--- src/hw/ucb_pkg.sv ---
// Shared definitions for the unit control block and its testbench
// Packet types, header field positions, bus widths and the register map

package ucb_pkg;

   //////////////////////////////
   // Packet types
   //////////////////////////////

   // Low nibble of every header
   typedef enum logic [3:0] {
      read_req  = 4'b0100,
      write_req = 4'b0101,
      read_ack  = 4'b0001,
      read_nack = 4'b0011,
      int_pkt   = 4'b1000
   } ucb_pkt_e;

   //////////////////////////////
   // Bus and data widths
   //////////////////////////////

   // Bridge to unit and unit to bridge
   localparam int in_width  = 32;
   localparam int out_width = 8;
   // Register and payload width
   localparam int reg_width = 64;
   // Header plus data
   localparam int pkt_bits  = 128;

   //////////////////////////////
   // Header fields
   //////////////////////////////

   localparam int pkt_w  = 4;
   localparam int thr_w  = 5;
   localparam int buf_w  = 2;
   localparam int size_w = 3;
   localparam int addr_w = 40;

   // Request and ack layout
   localparam int pkt_lo  = 0;
   localparam int thr_lo  = 4;
   localparam int buf_lo  = 9;
   localparam int size_lo = 12;
   localparam int addr_lo = 15;
   localparam int data_lo = 64;

   // Only double word writes are executed
   localparam logic [size_w-1:0] size_dword = 3'b011;

   // Interrupt layout, above the thread field
   localparam int int_dev_w   = 9;
   localparam int int_stat_w  = 4;
   localparam int int_vec_w   = 6;
   localparam int int_dev_lo  = 10;
   localparam int int_stat_lo = 19;
   localparam int int_vec_lo  = 23;

   //////////////////////////////
   // Beat counts
   //////////////////////////////

   localparam int in_beats        = 4;
   localparam int out_beats_long  = 16;
   localparam int out_beats_short = 8;

   localparam int in_cnt_w = $clog2(in_beats);
   localparam logic [in_cnt_w-1:0] in_last = in_cnt_w'(in_beats - 1);

   // Outbound counter also has to hold 16
   localparam int out_cnt_w = $clog2(out_beats_long + 1);
   localparam logic [out_cnt_w-1:0] out_cnt_long  = out_cnt_w'(out_beats_long);
   localparam logic [out_cnt_w-1:0] out_cnt_short = out_cnt_w'(out_beats_short);

   //////////////////////////////
   // Register map
   //////////////////////////////

   localparam int reg_count = 8;
   localparam int reg_idx_w = $clog2(reg_count);
   // Doorbell register index
   localparam logic [reg_idx_w-1:0] doorbell_addr = reg_idx_w'(7);
   // Interrupt identity of this unit
   localparam logic [int_dev_w-1:0]  ucb_dev_id    = 9'h1a;
   localparam logic [int_stat_w-1:0] int_stat_door = 4'b0001;

endpackage
--- src/hw/ucb_top.sv ---
// Unit control block top level
// Bridge in, decode, register unit, result buffers, bridge out

module ucb_top (
   input  logic                          clk,
   input  logic                          rst_n,
   input  logic                          iob_ucb_vld,
   input  logic [ucb_pkg::in_width-1:0]  iob_ucb_data,
   input  logic                          iob_ucb_stall,
   output logic                          ucb_iob_stall,
   output logic                          ucb_iob_vld,
   output logic [ucb_pkg::out_width-1:0] ucb_iob_data
);

   // Inbound buffer
   logic                           indata_vld;
   logic [ucb_pkg::pkt_bits-1:0]   indata;
   logic                           hold;
   // Requests to the register unit
   logic                           rd_req_vld;
   logic                           wr_req_vld;
   logic [ucb_pkg::thr_w-1:0]      thr_id_in;
   logic [ucb_pkg::buf_w-1:0]      buf_id_in;
   logic [ucb_pkg::addr_w-1:0]     addr_in;
   logic [ucb_pkg::reg_width-1:0]  data_in;
   // Responses and interrupts
   logic                           rd_ack_vld;
   logic                           rd_nack_vld;
   logic [ucb_pkg::thr_w-1:0]      thr_id_out;
   logic [ucb_pkg::buf_w-1:0]      buf_id_out;
   logic [ucb_pkg::reg_width-1:0]  data_out;
   logic                           int_vld;
   logic [ucb_pkg::thr_w-1:0]      int_thr_id;
   logic [ucb_pkg::int_stat_w-1:0] int_stat;
   logic [ucb_pkg::int_vec_w-1:0]  int_vec;
   logic                           int_busy;
   logic                           ack_rd;
   // Outbound packet
   logic                           out_wr;
   logic [ucb_pkg::pkt_bits-1:0]   out_buf;
   logic                           out_short;
   logic                           out_busy;

   //////////////////////////////
   // Inbound path
   //////////////////////////////

   ucb_bus_in ucb_bus_in_inst (
      .clk(clk), .rst_n(rst_n),
      .iob_ucb_vld(iob_ucb_vld), .iob_ucb_data(iob_ucb_data), .hold(hold),
      .ucb_iob_stall(ucb_iob_stall), .indata_vld(indata_vld), .indata(indata)
   );

   ucb_decode ucb_decode_inst (
      .clk(clk), .rst_n(rst_n),
      .indata_vld(indata_vld), .indata(indata), .ack_rd(ack_rd), .hold(hold),
      .rd_req_vld(rd_req_vld), .wr_req_vld(wr_req_vld),
      .thr_id_in(thr_id_in), .buf_id_in(buf_id_in),
      .addr_in(addr_in), .data_in(data_in)
   );

   //////////////////////////////
   // Execute
   //////////////////////////////

   ucb_reg_unit ucb_reg_unit_inst (
      .clk(clk), .rst_n(rst_n),
      .rd_req_vld(rd_req_vld), .wr_req_vld(wr_req_vld),
      .thr_id_in(thr_id_in), .buf_id_in(buf_id_in),
      .addr_in(addr_in), .data_in(data_in), .int_busy(int_busy),
      .rd_ack_vld(rd_ack_vld), .rd_nack_vld(rd_nack_vld),
      .thr_id_out(thr_id_out), .buf_id_out(buf_id_out), .data_out(data_out),
      .int_vld(int_vld), .int_thr_id(int_thr_id),
      .int_stat(int_stat), .int_vec(int_vec)
   );

   //////////////////////////////
   // Outbound path
   //////////////////////////////

   ucb_result ucb_result_inst (
      .clk(clk), .rst_n(rst_n),
      .rd_ack_vld(rd_ack_vld), .rd_nack_vld(rd_nack_vld),
      .thr_id_out(thr_id_out), .buf_id_out(buf_id_out), .data_out(data_out),
      .int_vld(int_vld), .int_thr_id(int_thr_id),
      .int_stat(int_stat), .int_vec(int_vec), .out_busy(out_busy),
      .int_busy(int_busy), .ack_rd(ack_rd),
      .out_wr(out_wr), .out_buf(out_buf), .out_short(out_short)
   );

   ucb_bus_out ucb_bus_out_inst (
      .clk(clk), .rst_n(rst_n),
      .out_wr(out_wr), .out_buf(out_buf), .out_short(out_short),
      .iob_ucb_stall(iob_ucb_stall), .out_busy(out_busy),
      .ucb_iob_vld(ucb_iob_vld), .ucb_iob_data(ucb_iob_data)
   );

endmodule

--- src/hw/ucb_bus_out.sv ---
// Outbound serializer onto the 8-bit bridge bus
// Sends 8 or 16 beats per packet and freezes while the bridge stalls

module ucb_bus_out (
   input  logic                          clk,
   input  logic                          rst_n,
   input  logic                          out_wr,
   input  logic [ucb_pkg::pkt_bits-1:0]  out_buf,
   input  logic                          out_short,
   input  logic                          iob_ucb_stall,
   output logic                          out_busy,
   output logic                          ucb_iob_vld,
   output logic [ucb_pkg::out_width-1:0] ucb_iob_data
);

   logic [ucb_pkg::pkt_bits-1:0]  shreg;
   logic [ucb_pkg::out_cnt_w-1:0] beats_left;
   logic                          advance;

   // Beat leaves when bridge is not stalling
   assign advance = ucb_iob_vld && !iob_ucb_stall;

   //////////////////////////////
   // Beat counter
   //////////////////////////////

   always_ff @(posedge clk) begin
      if (!rst_n) begin
         beats_left <= '0;
      end else if (out_wr) begin
         beats_left <= out_short ? ucb_pkg::out_cnt_short : ucb_pkg::out_cnt_long;
      end else if (advance) begin
         beats_left <= beats_left - 1'b1;
      end
   end

   // Low byte always on the bus
   always_ff @(posedge clk) begin
      if (out_wr) begin
         shreg <= out_buf;
      end else if (advance) begin
         shreg <= shreg >> ucb_pkg::out_width;
      end
   end

   // Valid stays up through a stall
   assign ucb_iob_vld  = beats_left != '0;
   assign out_busy     = ucb_iob_vld;
   assign ucb_iob_data = shreg[ucb_pkg::out_width-1:0];

   // Result arbitration must wait for the current packet
   a_no_overrun : assert property (@(posedge clk) disable iff (!rst_n)
      out_wr |-> !out_busy);

endmodule

--- src/hw/ucb_result.sv ---
// Outbound ack and interrupt buffering
// One entry each, round-robin into the outbound serializer

module ucb_result (
   input  logic                           clk,
   input  logic                           rst_n,
   input  logic                           rd_ack_vld,
   input  logic                           rd_nack_vld,
   input  logic [ucb_pkg::thr_w-1:0]      thr_id_out,
   input  logic [ucb_pkg::buf_w-1:0]      buf_id_out,
   input  logic [ucb_pkg::reg_width-1:0]  data_out,
   input  logic                           int_vld,
   input  logic [ucb_pkg::thr_w-1:0]      int_thr_id,
   input  logic [ucb_pkg::int_stat_w-1:0] int_stat,
   input  logic [ucb_pkg::int_vec_w-1:0]  int_vec,
   input  logic                           out_busy,
   output logic                           int_busy,
   output logic                           ack_rd,
   output logic                           out_wr,
   output logic [ucb_pkg::pkt_bits-1:0]   out_buf,
   output logic                           out_short
);

   logic                           ack_wr;
   logic                           ack_full;
   logic                           ack_nack;
   logic [ucb_pkg::thr_w-1:0]      ack_thr;
   logic [ucb_pkg::buf_w-1:0]      ack_buf_id;
   logic [ucb_pkg::reg_width-1:0]  ack_data;
   logic                           int_full;
   logic                           int_rd;
   logic [ucb_pkg::thr_w-1:0]      int_thr_q;
   logic [ucb_pkg::int_stat_w-1:0] int_stat_q;
   logic [ucb_pkg::int_vec_w-1:0]  int_vec_q;
   logic                           int_last;
   ucb_pkg::ucb_pkt_e              ack_type;

   //////////////////////////////
   // Buffer valid flags
   //////////////////////////////

   assign ack_wr = rd_ack_vld || rd_nack_vld;

   always_ff @(posedge clk) begin
      if (!rst_n) begin
         ack_full <= 1'b0;
         int_full <= 1'b0;
         int_last <= 1'b0;
      end else begin
         if (ack_wr) begin
            ack_full <= 1'b1;
         end else if (ack_rd) begin
            ack_full <= 1'b0;
         end
         if (int_vld) begin
            int_full <= 1'b1;
         end else if (int_rd) begin
            int_full <= 1'b0;
         end
         // Remember who won the last grant
         if (out_wr) begin
            int_last <= int_rd;
         end
      end
   end

   // Payloads load with their valid pulse
   always_ff @(posedge clk) begin
      if (ack_wr) begin
         ack_nack   <= rd_nack_vld;
         ack_thr    <= thr_id_out;
         ack_buf_id <= buf_id_out;
         ack_data   <= data_out;
      end
      if (int_vld) begin
         int_thr_q  <= int_thr_id;
         int_stat_q <= int_stat;
         int_vec_q  <= int_vec;
      end
   end

   assign int_busy = int_full;

   //////////////////////////////
   // Round-robin arbitration
   //////////////////////////////

   // With both full, the one not served last goes first
   assign ack_rd = !out_busy && ack_full && (!int_full || int_last);
   assign int_rd = !out_busy && int_full && (!ack_full || !int_last);
   assign out_wr = ack_rd || int_rd;

   // Nack and interrupt are header only
   assign out_short = ack_rd ? ack_nack : 1'b1;
   assign ack_type  = ack_nack ? ucb_pkg::read_nack : ucb_pkg::read_ack;

   // Outbound packet, reserved fields zero
   always_comb begin
      out_buf = '0;
      if (ack_rd) begin
         out_buf[ucb_pkg::pkt_lo +: ucb_pkg::pkt_w] = ack_type;
         out_buf[ucb_pkg::thr_lo +: ucb_pkg::thr_w] = ack_thr;
         out_buf[ucb_pkg::buf_lo +: ucb_pkg::buf_w] = ack_buf_id;
         if (!ack_nack) begin
            out_buf[ucb_pkg::data_lo +: ucb_pkg::reg_width] = ack_data;
         end
      end else begin
         out_buf[ucb_pkg::pkt_lo +: ucb_pkg::pkt_w] = ucb_pkg::int_pkt;
         out_buf[ucb_pkg::thr_lo +: ucb_pkg::thr_w] = int_thr_q;
         out_buf[ucb_pkg::int_dev_lo +: ucb_pkg::int_dev_w]   = ucb_pkg::ucb_dev_id;
         out_buf[ucb_pkg::int_stat_lo +: ucb_pkg::int_stat_w] = int_stat_q;
         out_buf[ucb_pkg::int_vec_lo +: ucb_pkg::int_vec_w]   = int_vec_q;
      end
   end

endmodule

--- src/hw/ucb_reg_unit.sv ---
// Local register unit behind the control block
// Executes reads and writes, returns ack or nack, raises doorbell interrupts

module ucb_reg_unit (
   input  logic                           clk,
   input  logic                           rst_n,
   input  logic                           rd_req_vld,
   input  logic                           wr_req_vld,
   input  logic [ucb_pkg::thr_w-1:0]      thr_id_in,
   input  logic [ucb_pkg::buf_w-1:0]      buf_id_in,
   input  logic [ucb_pkg::addr_w-1:0]     addr_in,
   input  logic [ucb_pkg::reg_width-1:0]  data_in,
   input  logic                           int_busy,
   output logic                           rd_ack_vld,
   output logic                           rd_nack_vld,
   output logic [ucb_pkg::thr_w-1:0]      thr_id_out,
   output logic [ucb_pkg::buf_w-1:0]      buf_id_out,
   output logic [ucb_pkg::reg_width-1:0]  data_out,
   output logic                           int_vld,
   output logic [ucb_pkg::thr_w-1:0]      int_thr_id,
   output logic [ucb_pkg::int_stat_w-1:0] int_stat,
   output logic [ucb_pkg::int_vec_w-1:0]  int_vec
);

   logic [ucb_pkg::reg_width-1:0] regs [ucb_pkg::reg_count];
   logic [ucb_pkg::reg_idx_w-1:0] idx;
   logic                          in_range;
   logic                          doorbell_wr;
   logic                          int_pend;

   // In range when nothing is set above the index bits
   assign idx      = addr_in[ucb_pkg::reg_idx_w-1:0];
   assign in_range = addr_in[ucb_pkg::addr_w-1:ucb_pkg::reg_idx_w] == '0;

   //////////////////////////////
   // Register file
   //////////////////////////////

   always_ff @(posedge clk) begin
      if (!rst_n) begin
         for (int i = 0; i < ucb_pkg::reg_count; i++) begin
            regs[i] <= '0;
         end
      end else if (wr_req_vld && in_range) begin
         regs[idx] <= data_in;
      end
   end

   // Response one cycle after the request
   always_ff @(posedge clk) begin
      if (!rst_n) begin
         rd_ack_vld  <= 1'b0;
         rd_nack_vld <= 1'b0;
      end else begin
         rd_ack_vld  <= rd_req_vld && in_range;
         rd_nack_vld <= rd_req_vld && !in_range;
      end
   end

   // Nack data is don't care, result drops it
   always_ff @(posedge clk) begin
      if (rd_req_vld) begin
         thr_id_out <= thr_id_in;
         buf_id_out <= buf_id_in;
         data_out   <= regs[idx];
      end
   end

   //////////////////////////////
   // Doorbell interrupt
   //////////////////////////////

   assign doorbell_wr = wr_req_vld && in_range && idx == ucb_pkg::doorbell_addr;
   // Fires as soon as the interrupt buffer is free
   assign int_vld     = int_pend && !int_busy;

   always_ff @(posedge clk) begin
      if (!rst_n) begin
         int_pend <= 1'b0;
      end else if (doorbell_wr) begin
         int_pend <= 1'b1;
      end else if (int_vld) begin
         int_pend <= 1'b0;
      end
   end

   // Thread and vector come from the doorbell write
   always_ff @(posedge clk) begin
      if (doorbell_wr) begin
         int_thr_id <= thr_id_in;
         int_vec    <= data_in[ucb_pkg::int_vec_w-1:0];
      end
   end

   assign int_stat = ucb_pkg::int_stat_door;

   // Result must take the interrupt on the cycle it fires
   a_int_taken : assert property (@(posedge clk) disable iff (!rst_n)
      int_vld |=> int_busy);

endmodule

--- src/hw/ucb_decode.sv ---
// Inbound packet decode and read tracking
// Turns the buffered packet into read and write pulses, one read in flight

module ucb_decode (
   input  logic                          clk,
   input  logic                          rst_n,
   input  logic                          indata_vld,
   input  logic [ucb_pkg::pkt_bits-1:0]  indata,
   input  logic                          ack_rd,
   output logic                          hold,
   output logic                          rd_req_vld,
   output logic                          wr_req_vld,
   output logic [ucb_pkg::thr_w-1:0]     thr_id_in,
   output logic [ucb_pkg::buf_w-1:0]     buf_id_in,
   output logic [ucb_pkg::addr_w-1:0]    addr_in,
   output logic [ucb_pkg::reg_width-1:0] data_in
);

   ucb_pkg::ucb_pkt_e pkt_type;
   logic              read_pending;
   logic              write_pending;
   logic              size_ok;
   logic              read_outstanding;

   //////////////////////////////
   // Type and size decode
   //////////////////////////////

   assign pkt_type = ucb_pkg::ucb_pkt_e'(indata[ucb_pkg::pkt_lo +: ucb_pkg::pkt_w]);

   assign read_pending  = indata_vld && pkt_type == ucb_pkg::read_req;
   assign write_pending = indata_vld && pkt_type == ucb_pkg::write_req;
   // Anything but a double word write is silently dropped
   assign size_ok = indata[ucb_pkg::size_lo +: ucb_pkg::size_w] == ucb_pkg::size_dword;

   //////////////////////////////
   // Outstanding read
   //////////////////////////////

   // Set when a read goes out, cleared when its ack leaves
   always_ff @(posedge clk) begin
      if (!rst_n) begin
         read_outstanding <= 1'b0;
      end else if (rd_req_vld) begin
         read_outstanding <= 1'b1;
      end else if (ack_rd) begin
         read_outstanding <= 1'b0;
      end
   end

   // Second read parks in the inbound buffer
   assign hold       = read_pending && read_outstanding;
   assign rd_req_vld = read_pending && !read_outstanding;
   assign wr_req_vld = write_pending && size_ok;

   // Request fields straight from the buffer
   assign thr_id_in = indata[ucb_pkg::thr_lo +: ucb_pkg::thr_w];
   assign buf_id_in = indata[ucb_pkg::buf_lo +: ucb_pkg::buf_w];
   assign addr_in   = indata[ucb_pkg::addr_lo +: ucb_pkg::addr_w];
   assign data_in   = indata[ucb_pkg::data_lo +: ucb_pkg::reg_width];

   // Ack only drains while a read is outstanding, so no overlap with a new read
   a_rd_ack_excl : assert property (@(posedge clk) disable iff (!rst_n)
      !(rd_req_vld && ack_rd));

endmodule

--- src/hw/ucb_bus_in.sv ---
// Inbound deserializer for the bridge request bus
// Collects four 32-bit beats into one 128-bit packet buffer

module ucb_bus_in (
   input  logic                         clk,
   input  logic                         rst_n,
   input  logic                         iob_ucb_vld,
   input  logic [ucb_pkg::in_width-1:0] iob_ucb_data,
   input  logic                         hold,
   output logic                         ucb_iob_stall,
   output logic                         indata_vld,
   output logic [ucb_pkg::pkt_bits-1:0] indata
);

   logic [ucb_pkg::in_cnt_w-1:0] beat_cnt;
   logic                         buf_full;
   logic                         accept;

   // Bridge beat taken only while buffer is empty
   assign accept = iob_ucb_vld && !buf_full;

   //////////////////////////////
   // Beat count and full flag
   //////////////////////////////

   always_ff @(posedge clk) begin
      if (!rst_n) begin
         beat_cnt <= '0;
         buf_full <= 1'b0;
      end else begin
         // Counter wraps back to zero after the last beat
         if (accept) begin
            beat_cnt <= beat_cnt + 1'b1;
         end
         if (accept && beat_cnt == ucb_pkg::in_last) begin
            buf_full <= 1'b1;
         end else if (buf_full && !hold) begin
            // Decode consumed the packet
            buf_full <= 1'b0;
         end
      end
   end

   // Least significant beat first, shift toward the bottom
   always_ff @(posedge clk) begin
      if (accept) begin
         indata <= {iob_ucb_data, indata[ucb_pkg::pkt_bits-1:ucb_pkg::in_width]};
      end
   end

   // Full buffer both presents the packet and holds off the bridge
   assign indata_vld    = buf_full;
   assign ucb_iob_stall = buf_full;

endmodule

--- config.mk ---
export PLATFORM = sky130hd
export DESIGN_NAME = ucb_top
export DESIGN_NICKNAME = d
export VERILOG_FILES = /design/src/hw/ucb_pkg.sv /design/src/hw/ucb_top.sv /design/src/hw/ucb_bus_out.sv /design/src/hw/ucb_result.sv /design/src/hw/ucb_reg_unit.sv /design/src/hw/ucb_decode.sv /design/src/hw/ucb_bus_in.sv
export SDC_FILE = /design/constraint.sdc
export NUM_CORES = 1
export LEC_CHECK = 0
export BUFFER_PORTS_ARGS = -buffer_cell sky130_fd_sc_hd__buf_4
export CORE_ASPECT_RATIO = 1.25
export CORE_MARGIN = 10
export CORE_UTILIZATION = 40
export CTS_CLUSTER_DIAMETER = 120
export DETAILED_ROUTE_END_ITERATION = 7
export HOLD_SLACK_MARGIN = 0.03
export PLACE_DENSITY = 0.56
export SLEW_MARGIN = 10
export SYNTH_ARGS = -nofsm -noshare
export SYNTH_HDL_FRONTEND = slang
export SYNTH_SLANG_ARGS = --single-unit
--- constraint.sdc ---
create_clock -name clk -period 6.9 [get_ports clk]
set_input_delay 0.69 -clock clk [delete_from_list [all_inputs] [get_ports clk]]
set_output_delay 0.69 -clock clk [all_outputs]
set_load 0.01 [all_outputs]
==> impl_metrics.csv, run 1 <==
group,metric,value,unit
critical_path,end_kind,"flip-flop",
critical_path,cp.required,7.16,ns
floorplanning,die_w,288,µm
timing,slew_headroom,25.1,%
routing,vias,20289,
clock_tree,clk_latency,0.65,ns
clock_tree,clk_pin_slew_worst_paths,0.06,ns
routing,post-route-drc-count,0,
timing,fmax,269,MHz
finish,nets,2386,
routing,wl_per_cell,26.8,µm
worst_hold_path,holdCritPathClass,"input pin to flip-flop",
timing,finalCritPeriodShare,53.8,%
timing,finalCriticalPeriod,3.71,ns
timing,clock-skew-final,0.0229,ns
critical_path,start_kind,"flip-flop",
pwr,p_seq_share,53.9,%
placement,dpl.hpwl,55.6,mm
global_route,grt_pass1_wl,140,mm
finish,regArea,27900,µm²
global_route,gr-total-overflow,0,
finish,syn2layout_area_growth,12.2,%
synth,syn_area,36000,µm²
placement,io_buffers,45,
placement,place_ws,3.12,ns
synth,synthTopCellsByArea,"edfxtp_1 75%, nor2_1 5.6%, dfxtp_1 2.8%, mux2_2 2.7%, a22o_1 2.5%",
critical_path,cp_max_fo,62,
job,drv_cap,0,
synth,synth_ff_type,"edfxtp_1",
timing,tns,0,ns
clock_tree,htreeDepth,3,
clock_tree,clock-sinks,947,
routing,drtPass1Iterations,6,
floorplanning,io_pins,46,
global_route,grt_pass1_vias,20533,
finish,nFillCells,7840,
synth,postSynthAreaPerCell,15.4,µm²
synth,synth_warnings,0,
synth,synth.most_common_cell,"edfxtp_1",
timing,worst_pin_slew,1.12,ns
placement,place_congestion,0.838,
clock_tree,cts_tree,"yes",
clock_tree,clock_path_buffers,3,
pwr,p_sw_share,23.5,%
synth,postSynthCellCount,2332,
clock_tree,cts_setup_buffers,0,
clock_tree,cts_made_buffers,89,
floorplanning,die_area,103000,µm²
synth,synth-seq-cells,947,
pwr,clock_power_share,36.9,%
timing,setup_ws,3.19,ns
synth,synth.top_cell.area_share,74.8,%
floorplanning,num_rows,123,
synth,synth-async-reset-ratio,0,%
synth,ys_seq_area_share,77.6,%
synth,synthTopCellsByCount,"897 x edfxtp_1, 538 x nor2_1, 104 x a22o_1, 94 x nand2_1, 88 x a22oi_1",
pwr,p_comb_share,9.2,%
clock_tree,clockRootBuffer,"clkbuf_16",
routing,drtIter0Drc,2105,
floorplanning,core,89700,µm²
pwr,p_total,0.0132,W
timing,finalHoldViolCount,0,
finish,final_layout_size_suffix_gt1_share,14.0,%
timing,rsz0062_at_grt,"no",
pwr,p_int,0.0101,W
critical_path,critPathMaxStageDelay,0.79,ns
finish,stdcell_area,40400,µm²
routing,drt-total-wl,96.7,mm
pwr,p_leak,13.6,nW
routing,routed_via_density,5.63,
global_route,grt_usage,18.6,%
floorplanning,initial_core_util,40.1,%
pwr,power_density,327,nW/µm²
synth,ys_types,53,
critical_path,cp_cell_sequence,"inv_1 -> ha_1 -> nor4b_2 -> mux2_2 -> inv_4 -> buf_4",
critical_path,slowest_stage,"nor4b_2",
timing,setup_viol_count_final,0,
placement,place_area,37600,µm²
clock_tree,hold_buffers,0,
pwr,ir_drop,0.000196,V
global_route,grt_max_degree,109,
routing,drtAntennaViolNets,0,
clock_tree,postCtsResizedCells,0,
finish,multi_input_area,7420,µm²
pwr,power_switching,0.00310,W
timing,whs,0.217,ns
timing,finalMaxSlewViolations,0,
outcome,status,"completed",
floorplanning,dieHeight,355,µm
synth,syn-num-nets,2371,
synth,synth-edff-count,897,
critical_path,cp_data_arrival_time,3.97,ns
critical_path,worstSetupPathType,"flip-flop to flip-flop",
synth,synth.largest_area_cell,"edfxtp_1",
global_route,antenna_found_initial,2,
==> critical path, delay by kind of cell, from the launching register on <==
family	cells	cell delay, ns
muxes	1	0.69
and+or+nand+nor	1	0.79
adders and majority gates	1	0.18
DFF	1	0.35
buffers and inverters	3	1.21
==> metrics by stage <==
step	instances	utilization, %
3_3_place_gp	3443	41.9
3_5_place_dp	3443	41.9
5_1_grt	3601	45.1
6_report	3603	45.1
2_1_floorplan	2332	-
4_1_cts	3601	45.1
==> area by class of cell <==
type                       count  share of cell area [%]
tap                         1187                    3.67
inverter                      12                   0.118
multi-input combinational   1208                    18.4
antenna                        2                  0.0124
clock buffer                 110                    5.81
sequential                   947                    69.1
clock inverter                48                    1.21
timing repair buffer          89                    1.71
==> path summary, 6_finish.rpt <==
| check | end | start | cells after the start | slack (ns) |
|---|---|---|---|---|
| worst min register to register | ucb_result_inst.ack_data[46] | ucb_reg_unit_inst.data_out[46] | 0 | 0.41 |
| worst max register to register | ucb_bus_out_inst.shreg[119] | ucb_bus_out_inst.beats_left[0] | 6 | 3.19 |
| worst min-delay path | ucb_bus_in_inst.indata[102] | iob_ucb_data[6] | 1 | 0.22 |
| worst max-delay path | ucb_bus_out_inst.shreg[119] | ucb_bus_out_inst.beats_left[0] | 6 | 3.19 |
==> power by group through the flow <==
stage	clock network [W]	logic, W	registers (W)
floorplan	0	0.000880	0.00713
global placement	0	0.00120	0.00723
detailed placement	0	0.00124	0.00724
CTS	0.00494	0.00124	0.00712
global route	0.00515	0.00133	0.00716
finish	0.00487	0.00122	0.00711
==> logic make-up (layout without fill, tap and decap cells) <==
group / after synthesis / after routing / synth area share [%]
DFF: 947 / 947 / 77.6
and+or+nand+nor: 742 / 742 / 8.53
AOI/OAI and AO/OA: 345 / 345 / 7.56
buffers and inverters: 177 / 259 / 2.19
muxes: 116 / 116 / 4.01
adders and majority gates: 3 / 3 / 0.104
xor gates and xnor gates: 2 / 2 / 0.0486
other: 0 / 2 / 0
==> state kept, by name, summed over array words and instances, names as in the netlist, 2 cells and up <==
name / count
ucb_bus_in_inst.beat_cnt: 2
ucb_bus_in_inst.indata: 127
ucb_bus_out_inst.beats_left: 5
ucb_bus_out_inst.shreg: 128
ucb_reg_unit_inst.buf_id_out: 2
ucb_reg_unit_inst.data_out: 64
ucb_reg_unit_inst.int_thr_id: 5
ucb_reg_unit_inst.int_vec: 6
ucb_reg_unit_inst.regs: 512
ucb_reg_unit_inst.thr_id_out: 5
ucb_result_inst.ack_buf_id: 2
ucb_result_inst.ack_data: 64
ucb_result_inst.ack_thr: 5
ucb_result_inst.int_thr_q: 5
ucb_result_inst.int_vec_q: 6
==> routing by layer <==
metal  vias up  share of wire, %  track usage [%]
met2       807                50             32.0
met4         2               5.0             9.66
met1     10451                39             22.6
li1       8832                 -                -
met3       197               6.0             2.67
met5         -             0.013                0
==> placed cells by master, fill, tap and decap left out, types with 14 or more instances in the layout <==
cell type	instances
a22oi_1	88
nor2_1	536
buf_4	87
nand2_1	86
nand3_1	25
and2_1	20
clkbuf_16	91
a221oi_1	64
dfxtp_1	50
o21ai_0	35
clkbuf_1	19
mux4_2	14
clkinv_1	19
a21oi_1	14
mux2_2	87
edfxtp_1	897
mux2i_1	15
a22o_1	104
Power figures use the tool's default switching activity.
==> run 2: changes to the inputs <==
clock period = 3.1 ns   (was 6.9 ns; I/O delays follow)
==> run 2 against run 1 <==
  * Design area up 3.8%
  * Setup slack worse by 2.8 ns
  * Clock skew up 0.0038 ns
  * Register-to-register slack worse by 2.8 ns
  * Clock power up 130%
  * Cell count up 3.2%
  * Critical path type unchanged
  * Highest routed layer unchanged
==> impl_metrics.csv, run 2 (synthesized netlist as in run 1, its figures left out) <==
group,metric,value,unit
critical_path,cp.required,3.44,ns
clock_tree,clk_pin_slew_worst_paths,0.07,ns
finish,nets,2498,
timing,finalCritPeriodShare,88.4,%
clock_tree,cts_made_buffers,91,
routing,vias,20778,
job,drv_cap,0,
pwr,p_leak,14.4,nW
timing,setup_ws,0.360,ns
timing,clock-skew-final,0.0267,ns
routing,post-route-drc-count,0,
finish,regMostFlops,"ucb_reg_unit_inst.regs",
timing,finalMaxSlewViolations,0,
routing,routed_via_density,5.59,
floorplanning,num_rows,123,
floorplanning,io_pins,46,
timing,fmax,365,MHz
critical_path,startpoint,"ucb_bus_in_inst.indata[16]",
critical_path,r2r_slack,0.36,ns
critical_path,rr_worst_depth,6,
timing,slew_headroom,27.9,%
placement,dpl.hpwl,61.8,mm
finish,syn2layout_area_growth,16.5,%
critical_path,cp_data_arrival_time,3.08,ns
timing,finalHoldViolCount,0,
timing,rsz0062_at_grt,"no",
global_route,grt_pass1_wl,144,mm
finish,final_cell_mix,"897 x edfxtp_1, 536 x nor2_1, 123 x buf_4",
clock_tree,cts_setup_buffers,0,
finish,stdcell_area,42000,µm²
critical_path,start_kind,"flip-flop",
pwr,p_total,0.0300,W
critical_path,end_kind,"flip-flop",
clock_tree,clock-sinks,947,
placement,place_area,38700,µm²
timing,whs,0.213,ns
timing,setup_viol_count_final,0,
timing,tns,0,ns
placement,place_congestion,0.871,
routing,wl_per_cell,26.6,µm
routing,drt-total-wl,98.8,mm
routing,drtAntennaViolNets,0,
placement,place_ws,0.382,ns
worst_hold_path,holdCritPathClass,"input pin to flip-flop",
critical_path,reg2reg_from,"ucb_bus_in_inst.indata[16]",
global_route,grt_max_degree,95,
clock_tree,clk_latency,0.66,ns
global_route,grt_usage,19.2,%
global_route,gr-total-overflow,0,
routing,drtIter0Drc,2215,
timing,worst_pin_slew,1.08,ns
critical_path,worstSetupPathType,"flip-flop to flip-flop",
floorplanning,die_area,103000,µm²
floorplanning,dieHeight,355,µm
clock_tree,htreeDepth,3,
floorplanning,core,89700,µm²
finish,final_layout_size_suffix_gt1_share,16.8,%
pwr,ir_drop,0.000532,V
outcome,status,"completed",
finish,largest_reg_flops,512,
global_route,antenna_found_initial,6,
pwr,power_density,714,nW/µm²
finish,n_antenna_cell,0,
clock_tree,clockRootBuffer,"clkbuf_16",
floorplanning,initial_core_util,40.1,%
finish,final_common_cell,"edfxtp_1",
critical_path,cp_max_fo,18,
routing,drtPass1Iterations,6,
critical_path,endpoint,"ucb_reg_unit_inst.regs[1][16]",
clock_tree,cts_tree,"yes",
clock_tree,clock_path_buffers,3,
worst_hold_path,whs_path_depth,2,
floorplanning,die_w,288,µm
critical_path,r2r-end,"ucb_reg_unit_inst.regs[1][16]",
timing,finalCriticalPeriod,2.74,ns
placement,io_buffers,45,
finish,top_regs,"ucb_reg_unit_inst.regs: 512 flops, ucb_bus_out_inst.shreg: 128 flops, ucb_bus_in_inst.indata: 127 flops",
global_route,grt_pass1_vias,21114,
run 2: changes by cell type in the layout (fill, tap and decap cells not counted), sizes merged:
cell and delta:
bufinv +1, clkinvlp +8, inv -1, dlygate4sd3 +33
clkinv +5, diode -2, clkbuf -5, buf +77
run 2: what timing repair did:
action	4_1_cts	5_1_grt
gates resized for setup	0	0
hold buffers	33	0
endpoints found under the hold margin	33	0
run 2: how the worst min path moves through the flow:
| stage | end | from | slack [ns] |
|---|---|---|---|
| 2_1_floorplan | ucb_bus_in_inst.indata[23] | ucb_bus_in_inst.indata[55] | 0.40 |
| 3_3_place_gp | ucb_result_inst.ack_data[58] | ucb_reg_unit_inst.data_out[58] | 0.40 |
| 3_5_place_dp | ucb_bus_in_inst.indata[31] | ucb_bus_in_inst.indata[63] | 0.40 |
| 4_1_cts | ucb_bus_in_inst.indata[12] | iob_ucb_vld | 0.18 |
| 5_1_grt | ucb_bus_in_inst.indata[12] | iob_ucb_vld | 0.20 |
| 6_report | ucb_bus_in_inst.indata[12] | iob_ucb_vld | 0.21 |
run 2: report_power, final:
group          internal, W  leakage [nW]  switching (W)
Sequential          0.0153          9.34       0.000504
Clock              0.00637          1.43        0.00474
Combinational      0.00122          3.59        0.00184
run 2: worst max-delay path, stage by stage, from the launching register on:
cell and delay (ns):
edfxtp_1 0.45, nor3b_2 0.86, nor3b_1 0.27, nand4_1 0.21, buf_4 0.24, nand2_4 0.19
buf_12 0.21
run 2: metal layers:
metal / global-route usage, % / wire length, µm
met5: 0 / 13
met4: 9.78 / 5030
met3: 3.01 / 6330
met2: 32.3 / 49700
met1: 23.5 / 37700
run 2: layout make-up:
cell class	count	area, µm²
Timing Repair Buffer	199	2110
Inverter	12	48.8
Sequential cell	947	27900
Clock buffer	105	2350
Multi-Input combinational cell	1208	7410
Clock inverter	61	623
Fill cell	7701	47800
Tap cell	1187	1490
run 2: per-stage QoR:
stage / utilization (%) / cells
after floorplan: - / 2332
after global placement: 43.1 / 3520
after detailed placement: 43.1 / 3520
after CTS: 46.8 / 3719
after global routing: 46.8 / 3719
final: 46.8 / 3719
